[config.mk]
export PLATFORM = sky130hd
export DESIGN_NAME = fractal_sync_2x2
export DESIGN_NICKNAME = d
export VERILOG_FILES = /design/src/hdl/fsync_cfg_pkg.sv /design/src/hdl/fsync_msg_pkg.sv /design/src/hdl/fractal_sync_2x2.sv /design/src/hdl/fsync_node_1d.sv /design/src/hdl/fsync_node_root.sv
export SDC_FILE = /design/constraint.sdc
export NUM_CORES = 1
export LEC_CHECK = 0
export ABC_AREA = 1
export ABC_CLOCK_PERIOD_IN_PS = 2300
export BUFFER_PORTS_ARGS = -buffer_cell sky130_fd_sc_hd__clkbuf_2
export CORE_UTILIZATION = 62
export DETAILED_ROUTE_END_ITERATION = 10
export PLACE_DENSITY_LB_ADDON = 0.2
export SLEW_MARGIN = 20
export SYNTH_ARGS = -nofsm -noshare
export SYNTH_HDL_FRONTEND = slang
export SYNTH_SLANG_ARGS = --single-unit
[constraint.sdc]
create_clock -name clk_i -period 2.3 [get_ports clk_i]
set_input_delay 0.345 -clock clk_i [delete_from_list [all_inputs] [get_ports clk_i]]
set_output_delay 0.345 -clock clk_i [all_outputs]
set_load 0.005 [all_outputs]
[src/hdl/fsync_cfg_pkg.sv]
//**************************************************************************
// Network-size constants of the 2x2 fractal synchronization network
// Number of compute units, CUs per 1D node, number of 1D nodes
// Default barrier id width used by the top level
//**************************************************************************

package fsync_cfg_pkg;

  // Four compute units in a 2x2 arrangement
  localparam int unsigned N_CU = 4;

  // Each horizontal 1D node joins two neighbouring CUs
  localparam int unsigned N_CU_PER_NODE = 2;

  // Two horizontal 1D nodes feed the root
  localparam int unsigned N_NODES_1D = 2;

  // Two id bits give four barriers that may be pending at the same time
  localparam int unsigned DEFAULT_ID_WIDTH = 2;

endpackage : fsync_cfg_pkg

[src/hdl/fsync_msg_pkg.sv]
//**************************************************************************
// Message encodings of the fractal synchronization network
// Request level opcode and response kind enums
// Helper that tells the supported levels apart from invalid ones
//**************************************************************************

package fsync_msg_pkg;

  // Aggregate level of a barrier request, as carried on the CU port
  typedef enum logic [1:0] {
    LVL_NONE = 2'd0,  // No level given, answered with an error
    LVL_PAIR = 2'd1,  // Barrier between the two CUs of one 1D node
    LVL_QUAD = 2'd2,  // Barrier across all four CUs through the root
    LVL_RSVD = 2'd3   // Reserved encoding, answered with an error
  } level_e;

  // Kind of response that a 1D node returns to a CU
  typedef enum logic {
    RSP_WAKE  = 1'b0,  // Barrier done
    RSP_ERROR = 1'b1   // Request rejected
  } rsp_kind_e;

  // Only PAIR and QUAD are levels that this network can synchronize
  function automatic logic level_valid(level_e lvl);
    return (lvl == LVL_PAIR) || (lvl == LVL_QUAD);
  endfunction

endpackage : fsync_msg_pkg

[src/hdl/fractal_sync_2x2.sv]
//**************************************************************************
// Top level of the 2x2 fractal synchronization network
// Two horizontal 1D nodes, CU0/CU1 and CU2/CU3, joined by one root node
// The root answer fans out to both 1D nodes
//**************************************************************************

module fractal_sync_2x2 #(
  parameter int unsigned ID_WIDTH = fsync_cfg_pkg::DEFAULT_ID_WIDTH
) (
  input  logic                                               clk_i,
  input  logic                                               rst_n_i,
  input  logic                  [fsync_cfg_pkg::N_CU-1:0]    req_valid_i,
  input  fsync_msg_pkg::level_e [fsync_cfg_pkg::N_CU-1:0]    req_level_i,
  input  logic [fsync_cfg_pkg::N_CU-1:0][ID_WIDTH-1:0]       req_id_i,
  output logic                  [fsync_cfg_pkg::N_CU-1:0]    rsp_wake_o,
  output logic                  [fsync_cfg_pkg::N_CU-1:0]    rsp_error_o,
  output logic [fsync_cfg_pkg::N_CU-1:0][ID_WIDTH-1:0]       rsp_id_o
);

  localparam int unsigned CPN = fsync_cfg_pkg::N_CU_PER_NODE;  // CU slice per 1D node

  logic [fsync_cfg_pkg::N_NODES_1D-1:0]               up_valid;  // 1D node to root
  logic [fsync_cfg_pkg::N_NODES_1D-1:0][ID_WIDTH-1:0] up_id;
  logic                                               down_valid;  // Root to both 1D nodes
  logic [ID_WIDTH-1:0]                                down_id;

  // CU0 and CU1
  fsync_node_1d #(
    .ID_WIDTH ( ID_WIDTH )
  ) i_node_1d_0 (
    .clk_i        ( clk_i                  ),
    .rst_n_i      ( rst_n_i                ),
    .req_valid_i  ( req_valid_i[CPN-1:0]   ),
    .req_level_i  ( req_level_i[CPN-1:0]   ),
    .req_id_i     ( req_id_i[CPN-1:0]      ),
    .rsp_wake_o   ( rsp_wake_o[CPN-1:0]    ),
    .rsp_error_o  ( rsp_error_o[CPN-1:0]   ),
    .rsp_id_o     ( rsp_id_o[CPN-1:0]      ),
    .up_valid_o   ( up_valid[0]            ),
    .up_id_o      ( up_id[0]               ),
    .down_valid_i ( down_valid             ),
    .down_id_i    ( down_id                )
  );

  // CU2 and CU3
  fsync_node_1d #(
    .ID_WIDTH ( ID_WIDTH )
  ) i_node_1d_1 (
    .clk_i        ( clk_i                      ),
    .rst_n_i      ( rst_n_i                    ),
    .req_valid_i  ( req_valid_i[2*CPN-1:CPN]   ),
    .req_level_i  ( req_level_i[2*CPN-1:CPN]   ),
    .req_id_i     ( req_id_i[2*CPN-1:CPN]      ),
    .rsp_wake_o   ( rsp_wake_o[2*CPN-1:CPN]    ),
    .rsp_error_o  ( rsp_error_o[2*CPN-1:CPN]   ),
    .rsp_id_o     ( rsp_id_o[2*CPN-1:CPN]      ),
    .up_valid_o   ( up_valid[1]                ),
    .up_id_o      ( up_id[1]                   ),
    .down_valid_i ( down_valid                 ),
    .down_id_i    ( down_id                    )
  );

  fsync_node_root #(
    .ID_WIDTH ( ID_WIDTH )
  ) i_root (
    .clk_i        ( clk_i      ),
    .rst_n_i      ( rst_n_i    ),
    .up_valid_i   ( up_valid   ),
    .up_id_i      ( up_id      ),
    .down_valid_o ( down_valid ),
    .down_id_o    ( down_id    )
  );

endmodule : fractal_sync_2x2

[src/hdl/fsync_node_1d.sv]
//**************************************************************************
// Horizontal 1D barrier node serving two compute units
// Per-id arrival flags for PAIR and QUAD levels
// Answers PAIR barriers and invalid levels locally
// Relays complete QUAD arrivals to the root and wakes both CUs on return
//**************************************************************************

module fsync_node_1d #(
  parameter int unsigned ID_WIDTH = 2
) (
  input  logic                                 clk_i,
  input  logic                                 rst_n_i,
  input  logic                   [1:0]         req_valid_i,   // Request strobe per CU
  input  fsync_msg_pkg::level_e  [1:0]         req_level_i,   // Aggregate level per CU
  input  logic                   [1:0][ID_WIDTH-1:0] req_id_i, // Barrier id per CU
  output logic                   [1:0]         rsp_wake_o,    // Barrier done strobe per CU
  output logic                   [1:0]         rsp_error_o,   // Invalid request strobe per CU
  output logic                   [1:0][ID_WIDTH-1:0] rsp_id_o, // Id of the answered request
  output logic                                 up_valid_o,    // Both CUs reached a QUAD barrier
  output logic                   [ID_WIDTH-1:0] up_id_o,
  input  logic                                 down_valid_i,  // Root reports a QUAD barrier done
  input  logic                   [ID_WIDTH-1:0] down_id_i
);

  localparam int unsigned N_IDS = 2 ** ID_WIDTH;  // One flag pair per possible id

  logic [N_IDS-1:0][1:0] pair_arr_q, pair_arr_d;  // PAIR arrivals, indexed by id then CU
  logic [N_IDS-1:0][1:0] quad_arr_q, quad_arr_d;  // QUAD arrivals, indexed by id then CU

  logic                pair_done;     // Both CUs present for one PAIR id this cycle
  logic [ID_WIDTH-1:0] pair_done_id;
  logic                quad_done;     // Both CUs present for one QUAD id this cycle
  logic [ID_WIDTH-1:0] quad_done_id;

  logic [1:0]               rsp_valid_q, rsp_valid_d;  // A response goes out next cycle
  fsync_msg_pkg::rsp_kind_e rsp_kind_q [2];            // Wake or error, qualified by valid
  fsync_msg_pkg::rsp_kind_e rsp_kind_d [2];
  logic [1:0][ID_WIDTH-1:0] rsp_id_q, rsp_id_d;        // Held at zero when nothing is sent

  logic                up_valid_q, up_valid_d;
  logic [ID_WIDTH-1:0] up_id_q, up_id_d;

  // Arrival bookkeeping, the second arrival of an id completes it in the same cycle
  always_comb begin
    pair_arr_d   = pair_arr_q;
    quad_arr_d   = quad_arr_q;
    pair_done    = 1'b0;
    pair_done_id = '0;
    quad_done    = 1'b0;
    quad_done_id = '0;
    for (int c = 0; c < 2; c++) begin
      if (req_valid_i[c]) begin
        if (req_level_i[c] == fsync_msg_pkg::LVL_PAIR) begin
          pair_arr_d[req_id_i[c]][c] = 1'b1;
        end else if (req_level_i[c] == fsync_msg_pkg::LVL_QUAD) begin
          quad_arr_d[req_id_i[c]][c] = 1'b1;
        end
      end
    end
    // Each CU has one request in flight, so at most one id completes per level
    for (int i = 0; i < N_IDS; i++) begin
      if (&pair_arr_d[i]) begin
        pair_arr_d[i] = '0;                // Free the id for the next round
        pair_done     = 1'b1;
        pair_done_id  = ID_WIDTH'(i);
      end
      if (&quad_arr_d[i]) begin
        quad_arr_d[i] = '0;
        quad_done     = 1'b1;
        quad_done_id  = ID_WIDTH'(i);
      end
    end
  end

  // Response selection per CU, a returning QUAD wake takes precedence
  always_comb begin
    for (int c = 0; c < 2; c++) begin
      rsp_valid_d[c] = 1'b0;
      rsp_kind_d[c]  = fsync_msg_pkg::RSP_WAKE;
      rsp_id_d[c]    = '0;
      if (down_valid_i) begin
        rsp_valid_d[c] = 1'b1;  // Both local CUs took part in the QUAD barrier
        rsp_id_d[c]    = down_id_i;
      end else if (pair_done) begin
        rsp_valid_d[c] = 1'b1;
        rsp_id_d[c]    = pair_done_id;
      end else if (req_valid_i[c] && !fsync_msg_pkg::level_valid(req_level_i[c])) begin
        rsp_valid_d[c] = 1'b1;  // Rejected right away, no flag is touched
        rsp_kind_d[c]  = fsync_msg_pkg::RSP_ERROR;
        rsp_id_d[c]    = req_id_i[c];
      end
    end
    up_valid_d = quad_done;
    up_id_d    = quad_done_id;
  end

  always_ff @(posedge clk_i or negedge rst_n_i) begin
    if (!rst_n_i) begin
      pair_arr_q  <= '0;
      quad_arr_q  <= '0;
      rsp_valid_q <= '0;
      rsp_id_q    <= '0;  // The CU port shows id zero while idle
      up_valid_q  <= 1'b0;
      up_id_q     <= '0;
    end else begin
      pair_arr_q  <= pair_arr_d;
      quad_arr_q  <= quad_arr_d;
      rsp_valid_q <= rsp_valid_d;
      rsp_id_q    <= rsp_id_d;
      up_valid_q  <= up_valid_d;
      up_id_q     <= up_id_d;
    end
  end

  always_ff @(posedge clk_i) begin
    rsp_kind_q <= rsp_kind_d;
  end

  for (genvar c = 0; c < 2; c++) begin : gen_rsp
    assign rsp_wake_o[c]  = rsp_valid_q[c] && (rsp_kind_q[c] == fsync_msg_pkg::RSP_WAKE);
    assign rsp_error_o[c] = rsp_valid_q[c] && (rsp_kind_q[c] == fsync_msg_pkg::RSP_ERROR);

    // An invalid request is answered by an error in the next cycle, never dropped for a wake
    a_error_only : assert property (@(posedge clk_i) disable iff (!rst_n_i)
      req_valid_i[c] && !fsync_msg_pkg::level_valid(req_level_i[c])
      |=> rsp_error_o[c]);

    // A CU waits for its answer before it arrives again at the same barrier
    a_no_rearrival : assert property (@(posedge clk_i) disable iff (!rst_n_i)
      req_valid_i[c] |->
      !((req_level_i[c] == fsync_msg_pkg::LVL_PAIR) && pair_arr_q[req_id_i[c]][c]) &&
      !((req_level_i[c] == fsync_msg_pkg::LVL_QUAD) && quad_arr_q[req_id_i[c]][c]));
  end

  assign rsp_id_o   = rsp_id_q;
  assign up_valid_o = up_valid_q;
  assign up_id_o    = up_id_q;

endmodule : fsync_node_1d

[src/hdl/fsync_node_root.sv]
//**************************************************************************
// Root barrier node of the 2x2 network
// One arrival flag per 1D node per id
// Returns a single down strobe once both 1D nodes reached an id
//**************************************************************************

module fsync_node_root #(
  parameter int unsigned ID_WIDTH = 2
) (
  input  logic                      clk_i,
  input  logic                      rst_n_i,
  input  logic [1:0]                up_valid_i,   // QUAD arrival strobe per 1D node
  input  logic [1:0][ID_WIDTH-1:0]  up_id_i,
  output logic                      down_valid_o, // Whole network reached the barrier
  output logic [ID_WIDTH-1:0]       down_id_o
);

  localparam int unsigned N_IDS = 2 ** ID_WIDTH;

  logic [N_IDS-1:0][1:0] arr_q, arr_d;  // Arrival flags, indexed by id then 1D node

  logic                down_valid_q, down_valid_d;
  logic [ID_WIDTH-1:0] down_id_q, down_id_d;

  always_comb begin
    arr_d        = arr_q;
    down_valid_d = 1'b0;
    down_id_d    = '0;
    for (int n = 0; n < 2; n++) begin
      if (up_valid_i[n]) begin
        arr_d[up_id_i[n]][n] = 1'b1;
      end
    end
    // Two nodes reaching different ids together leave both ids half done
    for (int i = 0; i < N_IDS; i++) begin
      if (&arr_d[i]) begin
        arr_d[i]     = '0;
        down_valid_d = 1'b1;
        down_id_d    = ID_WIDTH'(i);
      end
    end
  end

  always_ff @(posedge clk_i or negedge rst_n_i) begin
    if (!rst_n_i) begin
      arr_q        <= '0;
      down_valid_q <= 1'b0;
      down_id_q    <= '0;
    end else begin
      arr_q        <= arr_d;
      down_valid_q <= down_valid_d;
      down_id_q    <= down_id_d;
    end
  end

  assign down_valid_o = down_valid_q;
  assign down_id_o    = down_id_q;

  // A 1D node forwards an id only once per barrier round
  for (genvar n = 0; n < 2; n++) begin : gen_chk
    a_no_double_up : assert property (@(posedge clk_i) disable iff (!rst_n_i)
      up_valid_i[n] |-> !arr_q[up_id_i[n]][n]);
  end

endmodule : fsync_node_root

Word level (Yosys, flattened, before mapping)
Cells that the tools add are included.

Flip-flop bits (word level): 65. Word-level logic and storage cells: 231. Output and inout bits: 16.

Reductions and logical operators: 48. Magnitude comparators: 12. Bitwise operators: 14. Equality and inequality tests: 8. Multiplexer cells: 113.

Operator list (number): $mux 8 (22); $mux 2 (45); $or 8x8->8 (10); $mux 1 (40); $reduce_and 2->1 (20); $demux 2 s2 (6); $logic_and 1x1->1 (18); $lt 2x3->1 const B (6); $ge 2x1->1 const B (6); $eq 2x1->1 const B (4); $eq 2x2->1 const B (4); $logic_not 1->1 (4); $logic_or 1x1->1 (4); $not 1->1 (4); $reduce_or 2->1 (2).

Logic depth before layout (Yosys ltp)
Depth in word-level cells: 17. Gate-level depth with buffers: 12. Depth with buffers taken out: 12.

Hierarchy
Synthesis repeated with hierarchy kept, for this count alone.

Cells, all modules: 398. Area total of the unflattened synthesis: 3243.1 um^2.

Modules (own cells, without submodules): fsync_node_1d (area an instance 1372.6 um^2, cells an instance 170, instances 2); fsync_node_root (area an instance 498.0 um^2, cells an instance 58, instances 1).

Least setup slack after synthesis
No wires, ideal clock.

Path type: input to register. Start: input req_level_i[1] (netlist bit). End: register i_node_1d_0.rsp_valid_q[0]. Cell stages on the path: 12. Data required time: 2.182 ns. Arrival time: 1.270 ns. Setup time: 0.118 ns. Setup slack: 0.912 ns. Path buffers: 0. Cell sequence: inv_1 > ha_1 > nand2_4 > inv_2 > nand2_2 > nand2_2 > nand2_1 > nand2_2 > nor2_2 > nand2_2 > inv_2 > nand2_1.

Cells in the longest elaborated chain, start to end: 13. Elaborated cells on any way between the ends: 21.

RTL lines: start: declaration (RTL line fractal_sync_2x2.sv:13) `input fsync_msg_pkg::level_e [fsync_cfg_pkg::N_CU-1:0] req_level_i,`; $eq 2x1->1 (RTL line fsync_msg_pkg.sv:25, fsync_node_1d.sv:53); $mux 8 (RTL line fsync_node_1d.sv:53) `if (req_level_i[c] == fsync_msg_pkg::LVL_PAIR) begin`; $mux 8 (RTL line fsync_node_1d.sv:52) `if (req_valid_i[c]) begin`; $or 8x8->8 (no line); $mux 8 (RTL line fsync_node_1d.sv:53); $mux 8 (RTL line fsync_node_1d.sv:52); $reduce_and 2->1 (RTL line fsync_node_1d.sv:62) `if (&pair_arr_d[i]) begin`; $mux 1 (4 in series) (RTL line fsync_node_1d.sv:62); $mux 1 * (RTL line fsync_node_1d.sv:84) `end else if (pair_done) begin`; $mux 1 * (RTL line fsync_node_1d.sv:81) `if (down_valid_i) begin`; named net i_node_1d_0.rsp_valid_d[0] (RTL line fsync_node_1d.sv:35) `logic [1:0] rsp_valid_q, rsp_valid_d;`; end signal: assignment (RTL line fsync_node_1d.sv:108) `rsp_valid_q <= rsp_valid_d;`; end: declaration (RTL line fsync_node_1d.sv:35).

The timed path passes the listed nets; every way through them passes the cells marked *. A chain may end at the register's enable or synchronous reset.

Final worst setup path
Start: input req_level_i[5] (netlist bit). End: register i_node_1d_1.up_id_q[0] (netlist: i_node_1d_1.up_id_o[0]).

Cells in the longest elaborated chain, start to end: 12. Elaborated cells on any way between the ends: 15.

RTL lines: $eq 2x2->1 (RTL line fsync_node_1d.sv:55) `end else if (req_level_i[c] == fsync_msg_pkg::LVL_QUAD) begin`; $mux 8 (RTL line fsync_node_1d.sv:55); $mux 8 * (RTL line fsync_node_1d.sv:53); $mux 8 * (RTL line fsync_node_1d.sv:52); $or 8x8->8 (no line); $mux 8 (RTL line fsync_node_1d.sv:55); $mux 8 (RTL line fsync_node_1d.sv:53); $mux 8 * (RTL line fsync_node_1d.sv:52); $reduce_and 2->1 (RTL line fsync_node_1d.sv:67) `if (&quad_arr_d[i]) begin`; $mux 1 (RTL line fsync_node_1d.sv:67); $mux 2 (RTL line fsync_node_1d.sv:67); $mux 2 * (RTL line fsync_node_1d.sv:67); named net i_node_1d_1.quad_done_id[0] (RTL line fsync_node_1d.sv:33) `logic [ID_WIDTH-1:0] quad_done_id;`; end signal: assignment (RTL line fsync_node_1d.sv:111) `up_id_q <= up_id_d;`; end: declaration (RTL line fsync_node_1d.sv:41) `logic [ID_WIDTH-1:0] up_id_q, up_id_d;`.

Marked as above.

==> metrics.cfg <==
[global_routing]
grt_use_total_pct=27.03
grt_pass1_wl_mm=10.62
grt_max_degree=62
grt_pass1_vias=2413
antenna_found_initial=0
grt_overflow=0

[clocking]
post-cts-setup-buffers=0
cts_htree_levels=3
root_buffer=clkbuf_8
ctsHoldBuffers=0
ctsResizeCount=0
worstSkewPairLatency_ns=0.35
numCtsBuffers=9
cts.clk_slew.worst_paths_ns=0.07
ctsLongestPathBuffers=2
cts_tree=built
cts_num_sinks=65

[timing]
slew_headroom_pct=70.62
hold_viol=2
slew_viol_final=0
fin_tns_setup_ns=0
timing.fmax_mhz=742.0
finClkSkew_ns=0.007292
finalSetupViolCount=0
finalCritPeriodShare_pct=58.59
rsz0062_at_grt=no
worst_pin_slew_ns=0.4361
whs_ns=-0.0009284
min_period_ns=1.348

[placement]
placed_area_um2=3488
place.gp.congestion=0.9088
port-buffer-count=37
place_hpwl_mm=4.612

[route]
wl_mm=6.311
dr.pass1.iters=4
via_per_inst=4.931
antenna_left=0
drt-wirelength-per-cell_um=12.75
via_count=2441
drc=0
drt_iter0_drc=135

[setup_path]
critical_path.startpoint_type=input pin
critPathArrivalTime_ns=1.59
r2r_start=i_node_1d_1.up_id_o[0]
reg2reg_to=i_root.down_valid_o
rr_worst_depth=6
critPathMaxFanout=4
worstSetupPathType=input pin to register
end_kind=register
r2r_slack_ns=1.09
required_ns=2.55

[die]
core_area_um2=4848
rows=25
die-height_um=73.89
dieArea_um2=5460
io-pin-count=38
start_util_pct=66.09
die_w_um=73.89

[layout]
fin_area_um2=3692
finalNetCount=453
drive_gt1_share_pct=25.47
diodes=0
area_growth_syn_to_layout_pct=15.23

[pwr]
vdd_ir_drop_max_uv=563.2
leakagePower_nw=2.176
power_w=0.003768
power.density_nw_per_um2=1021

[yosys]
yosys.cell_types.count=23
ys_ff_latch=65
ys.flop_type=dfrtp_1
avgSynthCellArea_um2=8.545
yosysSeqAreaShare_pct=50.14
yosysWarnings=0
syn_inst=375
syn_nets=405
synth-edff-count=0
syn_area_um2=3204
asyncSetResetFlopFracSynth_pct=93.85

[job]
maxCapViolations=0

[run_status]
status=finished with violations
violations=negative hold slack

[worst_hold_path]
hold_class=input pin to async pin

## power breakdown
group / leakage [nW] / internal, W / total [W] / switching (W)
Clock: 0.0949 / 0.000531 / 0.000986 / 0.000455
Sequential: 0.851 / 0.00149 / 0.00162 / 0.000127
Combinational: 1.23 / 0.000472 / 0.00116 / 0.000690
## sequential cells by signal (all words and copies together) (netlist names)
register,flops
i_root.down_valid_o,1
i_node_1d_1.quad_arr_q,8
i_root.arr_q,8
i_node_1d_0.rsp_kind_q,2
i_node_1d_0.pair_arr_q,8
i_node_1d_1.rsp_id_o,4
i_node_1d_1.rsp_valid_q,2
i_node_1d_0.quad_arr_q,8
i_node_1d_1.up_id_o,2
i_node_1d_0.up_valid_o,1
i_node_1d_0.rsp_id_o,4
i_node_1d_0.up_id_o,2
i_root.down_id_o,2
i_node_1d_1.rsp_kind_q,2
i_node_1d_1.up_valid_o,1
i_node_1d_1.pair_arr_q,8
i_node_1d_0.rsp_valid_q,2
## worst max path at each step
stage                                           from                    endpoint  slack (ns)  cells past startpoint
after floorplan                       req_level_i[1]  i_node_1d_0.rsp_valid_q[0]        0.91                     12
after global placement                req_level_i[5]      i_node_1d_1.up_id_o[0]        0.71                      7
after detailed placement              req_level_i[5]      i_node_1d_1.up_id_o[0]        0.63                      7
after CTS                 i_node_1d_0.rsp_valid_q[0]               rsp_wake_o[0]        0.96                      3
after global routing                  req_level_i[5]      i_node_1d_1.up_id_o[0]        0.89                      7
final                                 req_level_i[5]      i_node_1d_1.up_id_o[0]        0.95                      7
## cell type report
type                            instances  area, um2
Sequential cell                        65       1607
Multi-Input combinational cell        217       1247
Fill cell                             346       1156
Inverter                               92      345.3
Timing Repair Buffer                   38      205.2
Clock buffer                           10      137.6
Tap cell                               67      83.83
Clock inverter                          6      66.31
## critical path, cell delays in order
cell and delay [ns]:
clkbuf_2 0.09, inv_1 0.04, ha_1 0.22, nor2_1 0.36, a31o_2 0.25, nand2_1 0.07, o21ai_0 0.21
## cell usage in the layout, fill, tap and decap left out, types with 3 or more instances in the layout
master / n
inv_1: 84
nand2_2: 13
clkinvlp_4: 3
dfrtp_1: 61
clkbuf_8: 10
nand3_1: 15
inv_2: 8
clkbuf_2: 37
o21ai_0: 6
o21bai_1: 4
o21bai_2: 4
a31oi_1: 5
a21oi_1: 7
nand2_4: 8
nand2_1: 63
dfxtp_1: 4
ha_1: 8
o21bai_4: 6
a31o_2: 12
nor2_1: 58
## kinds of logic after synthesis
| logic type | count (synthesis) | synth area share [%] |
|---|---|---|
| compound gates | 48 | 13.00 |
| fa+ha+maj | 8 | 3.124 |
| flops | 65 | 50.14 |
| buf+inv | 93 | 10.93 |
| simple gates | 161 | 22.80 |
## cells in the mapped netlist (all sizes together), types with 2 or more instances
cell type | instances | area share [%]
a21oi | 7 | 1.1
a31o | 12 | 3.3
a31oi | 5 | 0.98
dfrtp | 61 | 48
dfxtp | 4 | 2.5
ha | 8 | 3.1
inv | 92 | 11
nand2 | 84 | 13
nand3 | 15 | 2.3
nand4 | 2 | 0.39
nor2 | 60 | 7.3
o21ai | 10 | 1.8
o21bai | 14 | 5.9
## per-layer routing
layer	GRT usage, %	routed length [um]	vias up
met5	0	0	-
met4	13.46	194	0
met3	9.465	303	23
met2	42.30	2916	64
met1	33.18	2897	1127
li1	-	-	1227
## per-stage QoR
step	hold slack (ns)	setup WS, ns	utilization, %	std cells
2_1_floorplan	0.04941	0.9119	-	375
3_3_place_gp	0.3787	0.7051	71.95	479
3_5_place_dp	0.3795	0.6278	71.95	479
4_1_cts	0.008397	0.9556	76.15	495
5_1_grt	0.02327	0.8901	76.15	495
6_report	-0.0009284	0.9524	76.15	495
Note: power is estimated with default switching activity, not from simulation.
